===== src/hw/mapper_pkg.sv =====
package mapper_pkg;

	//////////////////////////////////////////////////
	// cpu side geometry
	//////////////////////////////////////////////////

	// 16-bit z80 address, four 16k windows
	localparam int CPU_ADDR_W  = 16;
	localparam int NUM_WINDOWS = 4;
	localparam int WIN_SEL_W   = 2;
	localparam int WIN_OFS_W   = 14;

	//////////////////////////////////////////////////
	// physical side geometry
	//////////////////////////////////////////////////

	// 128 pages of 16k give 2M of ram
	localparam int RAM_PAGE_W = 7;
	localparam int ROM_BANK_W = 4;

	// bank on top, dos flag in bit 0
	localparam int ROM_PAGE_W = ROM_BANK_W + 1;

	// page on top, window offset below
	localparam int PHYS_W = RAM_PAGE_W + WIN_OFS_W;

	//////////////////////////////////////////////////
	// port and trap addresses
	//////////////////////////////////////////////////

	// low address byte of the pager port
	localparam logic [7:0] PAGER_PORT_DEF = 8'hF7;

	// opcode fetch from 3Dxx enters dos
	localparam logic [7:0] DOS_TRAP_HI = 8'h3D;

	//////////////////////////////////////////////////
	// window word
	//////////////////////////////////////////////////

	// bit 7 tells ram from rom, the rest is read per view
	typedef union packed {
		struct packed {
			logic                  is_rom;
			logic [RAM_PAGE_W-1:0] page;
		} ram;
		struct packed {
			logic                  is_rom;
			logic [2:0]            unused;
			logic [ROM_BANK_W-1:0] bank;
		} rom;
	} window_word_u;

	// power-up layout, like a 128k machine after reset
	// window 3 is leftmost
	localparam window_word_u [NUM_WINDOWS-1:0] RESET_WORDS = {
		8'h00,  // window 3, ram page 0
		8'h02,  // window 2, ram page 2
		8'h05,  // window 1, ram page 5 (screen)
		8'h80   // window 0, rom bank 0
	};

endpackage


===== src/hw/window_if.sv =====
`timescale 1ns/1ps

interface window_if
	import mapper_pkg::*;
();

	// current word of every cpu window
	window_word_u [NUM_WINDOWS-1:0] win_word;

	// dos half of the rom is selected
	logic dos;

	// pager registers own the window words
	modport regs (
		output win_word
	);

	// dos controller watches window 0 and owns the flag
	modport dos_ctl (
		input  win_word,
		output dos
	);

	// the mapper only consumes
	modport mapper (
		input win_word,
		input dos
	);

endinterface


===== src/hw/page_regs.sv =====
`timescale 1ns/1ps

module page_regs
	import mapper_pkg::*;
#(
	parameter logic [7:0] PAGER_PORT = PAGER_PORT_DEF
)
(
	input  logic                  fclk,
	input  logic                  rst_n,

	input  logic                  port_wr,
	input  logic [CPU_ADDR_W-1:0] port_addr,
	input  logic [7:0]            port_data,

	window_if.regs                win
);

	//////////////////////////////////////////////////
	// pager port decode
	//////////////////////////////////////////////////

	logic                 pager_hit;
	logic [WIN_SEL_W-1:0] wr_sel;

	// only the low byte names the port
	assign pager_hit = port_wr && (port_addr[7:0] == PAGER_PORT);

	// high byte picks the window, its top two bits are enough
	assign wr_sel = port_addr[CPU_ADDR_W-1 -: WIN_SEL_W];

	//////////////////////////////////////////////////
	// window registers
	//////////////////////////////////////////////////

	window_word_u [NUM_WINDOWS-1:0] words_q;

	always_ff @(posedge fclk or negedge rst_n)
	begin
		if (!rst_n)
		begin
			words_q <= RESET_WORDS;
		end
		else if (pager_hit)
		begin
			// the whole byte is kept, unused rom bits included
			words_q[wr_sel] <= port_data;
		end
	end

	// new word is seen from the next edge on
	assign win.win_word = words_q;

endmodule


===== src/hw/dos_ctrl.sv =====
`timescale 1ns/1ps

module dos_ctrl
	import mapper_pkg::*;
(
	input  logic                  fclk,
	input  logic                  rst_n,

	input  logic                  mem_req,
	input  logic                  mem_m1,
	input  logic [CPU_ADDR_W-1:0] mem_addr,

	window_if.dos_ctl             win
);

	//////////////////////////////////////////////////
	// fetch classification
	//////////////////////////////////////////////////

	logic fetch;
	logic trap_hit;
	logic leave_hit;

	// only opcode fetches move the flag
	assign fetch = mem_req && mem_m1;

	// 3Dxx counts only while window 0 is mapped to rom
	assign trap_hit = (mem_addr[CPU_ADDR_W-1 -: 8] == DOS_TRAP_HI)
		&& win.win_word[0].rom.is_rom;

	// anything outside window 0, i.e. 4000h and up
	assign leave_hit = (mem_addr[CPU_ADDR_W-1 -: WIN_SEL_W] != '0);

	//////////////////////////////////////////////////
	// dos flag
	//////////////////////////////////////////////////

	logic dos_q;
	logic dos_d;

	always_comb
	begin
		dos_d = dos_q;
		if (fetch && trap_hit)
			dos_d = 1'b1;
		else if (fetch && leave_hit)
			dos_d = 1'b0;
	end

	always_ff @(posedge fclk or negedge rst_n)
	begin
		if (!rst_n)
			dos_q <= 1'b0;
		else
			dos_q <= dos_d;
	end

	// the fetch itself still maps with the old flag
	assign win.dos = dos_q;

endmodule


===== src/hw/addr_mapper.sv =====
`timescale 1ns/1ps

module addr_mapper
	import mapper_pkg::*;
(
	input  logic                  fclk,
	input  logic                  rst_n,

	input  logic                  mem_req,
	input  logic [CPU_ADDR_W-1:0] mem_addr,

	window_if.mapper              win,

	output logic                  map_valid,
	output logic                  csrom,
	output logic [ROM_PAGE_W-1:0] rom_page,
	output logic [PHYS_W-1:0]     ram_addr
);

	//////////////////////////////////////////////////
	// window select
	//////////////////////////////////////////////////

	logic [WIN_SEL_W-1:0] win_sel;
	logic [WIN_OFS_W-1:0] win_ofs;
	window_word_u         word;

	assign win_sel = mem_addr[CPU_ADDR_W-1 -: WIN_SEL_W];
	assign win_ofs = mem_addr[WIN_OFS_W-1:0];

	// words as they stood before this edge
	assign word = win.win_word[win_sel];

	//////////////////////////////////////////////////
	// control outputs
	//////////////////////////////////////////////////

	always_ff @(posedge fclk or negedge rst_n)
	begin
		if (!rst_n)
		begin
			map_valid <= 1'b0;
			csrom     <= 1'b0;
		end
		else
		begin
			map_valid <= mem_req;
			if (mem_req)
				csrom <= word.rom.is_rom;
		end
	end

	//////////////////////////////////////////////////
	// address outputs
	//////////////////////////////////////////////////

	// only the side that is hit gets loaded
	always_ff @(posedge fclk)
	begin
		if (mem_req)
		begin
			if (word.rom.is_rom)
			begin
				// dos picks the 48k basic or the trdos half
				rom_page <= {word.rom.bank, win.dos};
			end
			else
			begin
				ram_addr <= {word.ram.page, win_ofs};
			end
		end
	end

endmodule


===== src/hw/zmap_top.sv =====
`timescale 1ns/1ps

module zmap_top
	import mapper_pkg::*;
#(
	parameter logic [7:0] PAGER_PORT = PAGER_PORT_DEF
)
(
	input  logic                  fclk,
	input  logic                  rst_n,

	// pager port writes
	input  logic                  port_wr,
	input  logic [CPU_ADDR_W-1:0] port_addr,
	input  logic [7:0]            port_data,

	// cpu memory requests
	input  logic                  mem_req,
	input  logic [CPU_ADDR_W-1:0] mem_addr,
	input  logic                  mem_m1,

	// mapped result
	output logic                  map_valid,
	output logic                  csrom,
	output logic [ROM_PAGE_W-1:0] rom_page,
	output logic [PHYS_W-1:0]     ram_addr,
	output logic                  dos
);

	// window words and dos flag between the blocks
	window_if win_bus ();

	//////////////////////////////////////////////////
	// page registers
	//////////////////////////////////////////////////

	page_regs #(
		.PAGER_PORT(PAGER_PORT)
	) u_page_regs (
		.fclk     (fclk),
		.rst_n    (rst_n),
		.port_wr  (port_wr),
		.port_addr(port_addr),
		.port_data(port_data),
		.win      (win_bus.regs)
	);

	//////////////////////////////////////////////////
	// dos controller
	//////////////////////////////////////////////////

	dos_ctrl u_dos_ctrl (
		.fclk    (fclk),
		.rst_n   (rst_n),
		.mem_req (mem_req),
		.mem_m1  (mem_m1),
		.mem_addr(mem_addr),
		.win     (win_bus.dos_ctl)
	);

	//////////////////////////////////////////////////
	// address mapper
	//////////////////////////////////////////////////

	addr_mapper u_addr_mapper (
		.fclk     (fclk),
		.rst_n    (rst_n),
		.mem_req  (mem_req),
		.mem_addr (mem_addr),
		.win      (win_bus.mapper),
		.map_valid(map_valid),
		.csrom    (csrom),
		.rom_page (rom_page),
		.ram_addr (ram_addr)
	);

	// flag is visible outside for the rom select pin
	assign dos = win_bus.dos;

endmodule


===== config.mk =====
export PLATFORM = sky130hd
export DESIGN_NAME = zmap_top
export DESIGN_NICKNAME = d
export VERILOG_FILES = /design/src/hw/mapper_pkg.sv /design/src/hw/window_if.sv /design/src/hw/page_regs.sv /design/src/hw/dos_ctrl.sv /design/src/hw/addr_mapper.sv /design/src/hw/zmap_top.sv
export SDC_FILE = /design/constraint.sdc
export NUM_CORES = 1
export LEC_CHECK = 0
export BUFFER_PORTS_ARGS = -buffer_cell sky130_fd_sc_hd__buf_2
export CORE_MARGIN = 4
export CORE_UTILIZATION = 45
export CTS_CLUSTER_DIAMETER = 60
export DETAILED_ROUTE_END_ITERATION = 16
export PLACE_DENSITY = 0.81
export SYNTH_ARGS = -nofsm -noshare
export SYNTH_HDL_FRONTEND = slang
export SYNTH_HIERARCHICAL = 1
export SYNTH_SLANG_ARGS = --single-unit

===== constraint.sdc =====
create_clock -name fclk -period 2.8 [get_ports fclk]
set_clock_uncertainty 0.15 [all_clocks]
set_input_delay 0.42 -clock fclk [delete_from_list [all_inputs] [get_ports fclk]]
set_output_delay 0.42 -clock fclk [all_outputs]
set_load 0.05 [all_outputs]

==> summary.txt <==
Post-cts gate resize count = 0
Flop pwr share = 0.474
Pin count of the biggest net entering global routing = 36
Status = finished clean
Inserted Clock Buffers = 9
Combinational power share = 0.087
Syn-to-layout area delta = 27.04%
Die ar. = 6673 um^2
Routability cong. = 0.7165
Initial DRC count = 45
P_sw = 0.4501 mW
Setup tns final = 0 ns
Clock network fraction of total power = 0.439
Fillers = 410
Fmax = 556.0 MHz
Port buffer count = 67
Floorplan row count = 26
WHS = 0.005670 ns
EDFF count, synth = 26
Final Hold Viols = 0
YS warnings = 6
Final #Nets = 243
R2r setup slk = 1.04 ns
RSZ-0062 raised after global routing = no
Post-synthesis register bit count = 61
Total grt overflow = 0
Netlist cell types = 25
Crit Path Category = input port to flip-flop
Async S/R FF share, synth = 0.5738
Seq/Total Area, Yosys = 0.6800
Register Area = 1662 um^2
Post-CTS setup buffer count = 0
Maxcap violations = 0
Cell chosen for the clock root = clkbuf_8
Syn nets = 166
Post-synth top cells = dfrtp_1 (31), mux2_2 (31), edfxtp_1 (26)
Residual DRC = 0
Synth area leader = edfxtp_1
DR WL/cell = 16.26 um
Multi-input logic area = 765.7 um^2
Top cells by area, synth = edfxtp_1 (32%), dfrtp_1 (32%), mux2_2 (14%), mux4_1 (7.5%), dfstp_2 (4.3%)
Layout cell share with drive strength beyond 1 = 0.6207
Leakage = 1.496 nW
Reg2reg end = u_addr_mapper/ram_addr[10]$_DFFE_PP_
R2R depth = 3
Share of the synthesized area in the top cell type = 0.3195
Critical Path End Type = flip-flop
Worst skew pair latency = 0.33 ns
HP Class = input port to async pin
Crit path required time = 2.69 ns
H-Tree Level Count = 3
Crit share post-route = 0.6423
Routed wire length = 4.439 mm
Core ar. = 5172 um^2
VDD IR-drop max = 0.3685 mV
Reg2reg start = u_page_regs/win.win_word[31]$_DFFE_PN0P_
DP HPWL = 3.271 mm
Final min period = 1.798 ns
Mapped Area = 2444 um^2
Die height = 81.69 um
Syn Inst Count = 121
Starting Density = 0.4724
Detail Route Antenna Nets = 0
Via count = 1398
Io pins = 74
Max Slew Vio Count = 0
Clock Sinks = 61
First-pass GRT wire length = 6.969 mm
N_diodes = 0
Internal Pwr Total = 1.604 mW
CTS Buffer Depth = 2
Ys flop type = dfrtp_1
Hold Buf Count CTS = 0
Startpoint types = input port
Crit path max fanout = 19
CTS clk-pin slew, worst paths = 0.06 ns
GRT Util Overall = 0.1458
PwrDens = 661.6 nW/um^2
Final Setup Violations = 0
Synthesized area per cell = 20.19 um^2
Slew headroom = 0.4971
Via density = 5.121
CTS tree = built
Worst EP arrival = 1.69 ns
Vias in the first global route = 1449
Die Span X = 81.69 um
TritonRoute pass-1 iters = 4
Sw Share = 0.2191
Initial antenna violation count = 0
Worst Max-Slew Pin Slew = 0.7543 ns
-- worst max path at each step --
| stage | start | to | depth (start not counted) |
|---|---|---|---|
| final | mem_addr[14] | u_addr_mapper/ram_addr[10]$_DFFE_PP_ | 4 |
| after detailed placement | mem_addr[14] | u_addr_mapper/ram_addr[0]$_DFFE_PP_ | 4 |
| after global placement | mem_addr[14] | u_addr_mapper/ram_addr[15]$_DFFE_PP_ | 4 |
| after CTS | mem_addr[14] | u_addr_mapper/ram_addr[16]$_DFFE_PP_ | 4 |
| after global routing | mem_addr[14] | u_addr_mapper/ram_addr[16]$_DFFE_PP_ | 4 |
| after floorplan | mem_addr[14] | u_addr_mapper/ram_addr[0]$_DFFE_PP_ | 3 |
-- metrics by stage --
stage	std cells	total power [mW]	setup WS, ns	util	area (um^2)
floorplan	121	1.101	0.2772	-	2444
global placement	257	1.169	0.6530	0.5556	2874
detailed placement	257	1.172	0.6443	0.5556	2874
CTS	273	2.082	1.000	0.6001	3104
global route	273	2.136	0.9603	0.6001	3104
finish	273	2.054	1.002	0.6001	3104
-- cell families (layout without fill, tap and decap cells) --
logic type / Yosys count / count (layout) / synth area share
DFF: 61 / 61 / 0.6800
AOI/OAI and AO/OA: 3 / 3 / 0.009727
muxes: 41 / 41 / 0.2381
buffers and inverters: 3 / 85 / 0.007677
and+or+nand+nor: 13 / 13 / 0.06452
-- layout by cell type (no fill, tap or decap) --
master / n
edfxtp_1: 26
nor4_4: 2
nand2b_1: 1
nor3_4: 2
nand4_2: 1
mux2_4: 1
clkinv_2: 1
and4b_1: 1
mux4_2: 1
dfrtp_1: 31
nor3_1: 1
dfstp_2: 4
mux2_2: 31
mux4_1: 7
a21oi_1: 1
nand3b_1: 1
clkbuf_1: 2
a41oi_1: 1
mux2_1: 1
nor2_2: 1
o211a_1: 1
and2_2: 1
clkbuf_8: 9
nand4_4: 1
inv_1: 1
nand4b_1: 1
buf_12: 1
buf_2: 67
bufinv_16: 3
clkinv_1: 1
-- registers in the layout, indices dropped and copies added, names as in the netlist --
signal / cells
u_addr_mapper/rom_page: 5
u_addr_mapper/map_valid: 1
u_addr_mapper/csrom: 1
u_page_regs/win.win_word: 32
u_dos_ctrl/win.dos: 1
u_addr_mapper/ram_addr: 21
-- layer usage --
layer,vias to the layer above,routed length [um],part of all wire,global-route usage
met5,-,0,0,0
met4,0,104,0.023,0.07973
met3,10,544,0.12,0.05154
met2,74,1994,0.45,0.2231
met1,678,1796,0.40,0.1809
li1,636,-,-,-
-- power groups by stage --
stage                     clock, mW  combinational, mW  sequential, mW
final                         0.901              0.180           0.973
after global routing          0.970              0.192           0.975
after CTS                     0.926              0.182           0.973
after detailed placement          0              0.182           0.990
after global placement            0              0.180           0.990
after floorplan                   0             0.0323            1.07
-- worst max-delay path, stage by stage --
cell and delay (ns):
buf_2 0.25, mux4_2 0.58, nor2_2 0.22, buf_12 0.20
-- cell type report --
class | instances | area share
sequential | 61 | 0.5353
multi-input combinational | 57 | 0.2467
timing repair buffer | 68 | 0.1145
clock buffer | 11 | 0.04232
clock inverter | 5 | 0.03184
tap | 70 | 0.02821
inverter | 1 | 0.001209
Note: power is estimated with default switching activity, not from simulation.
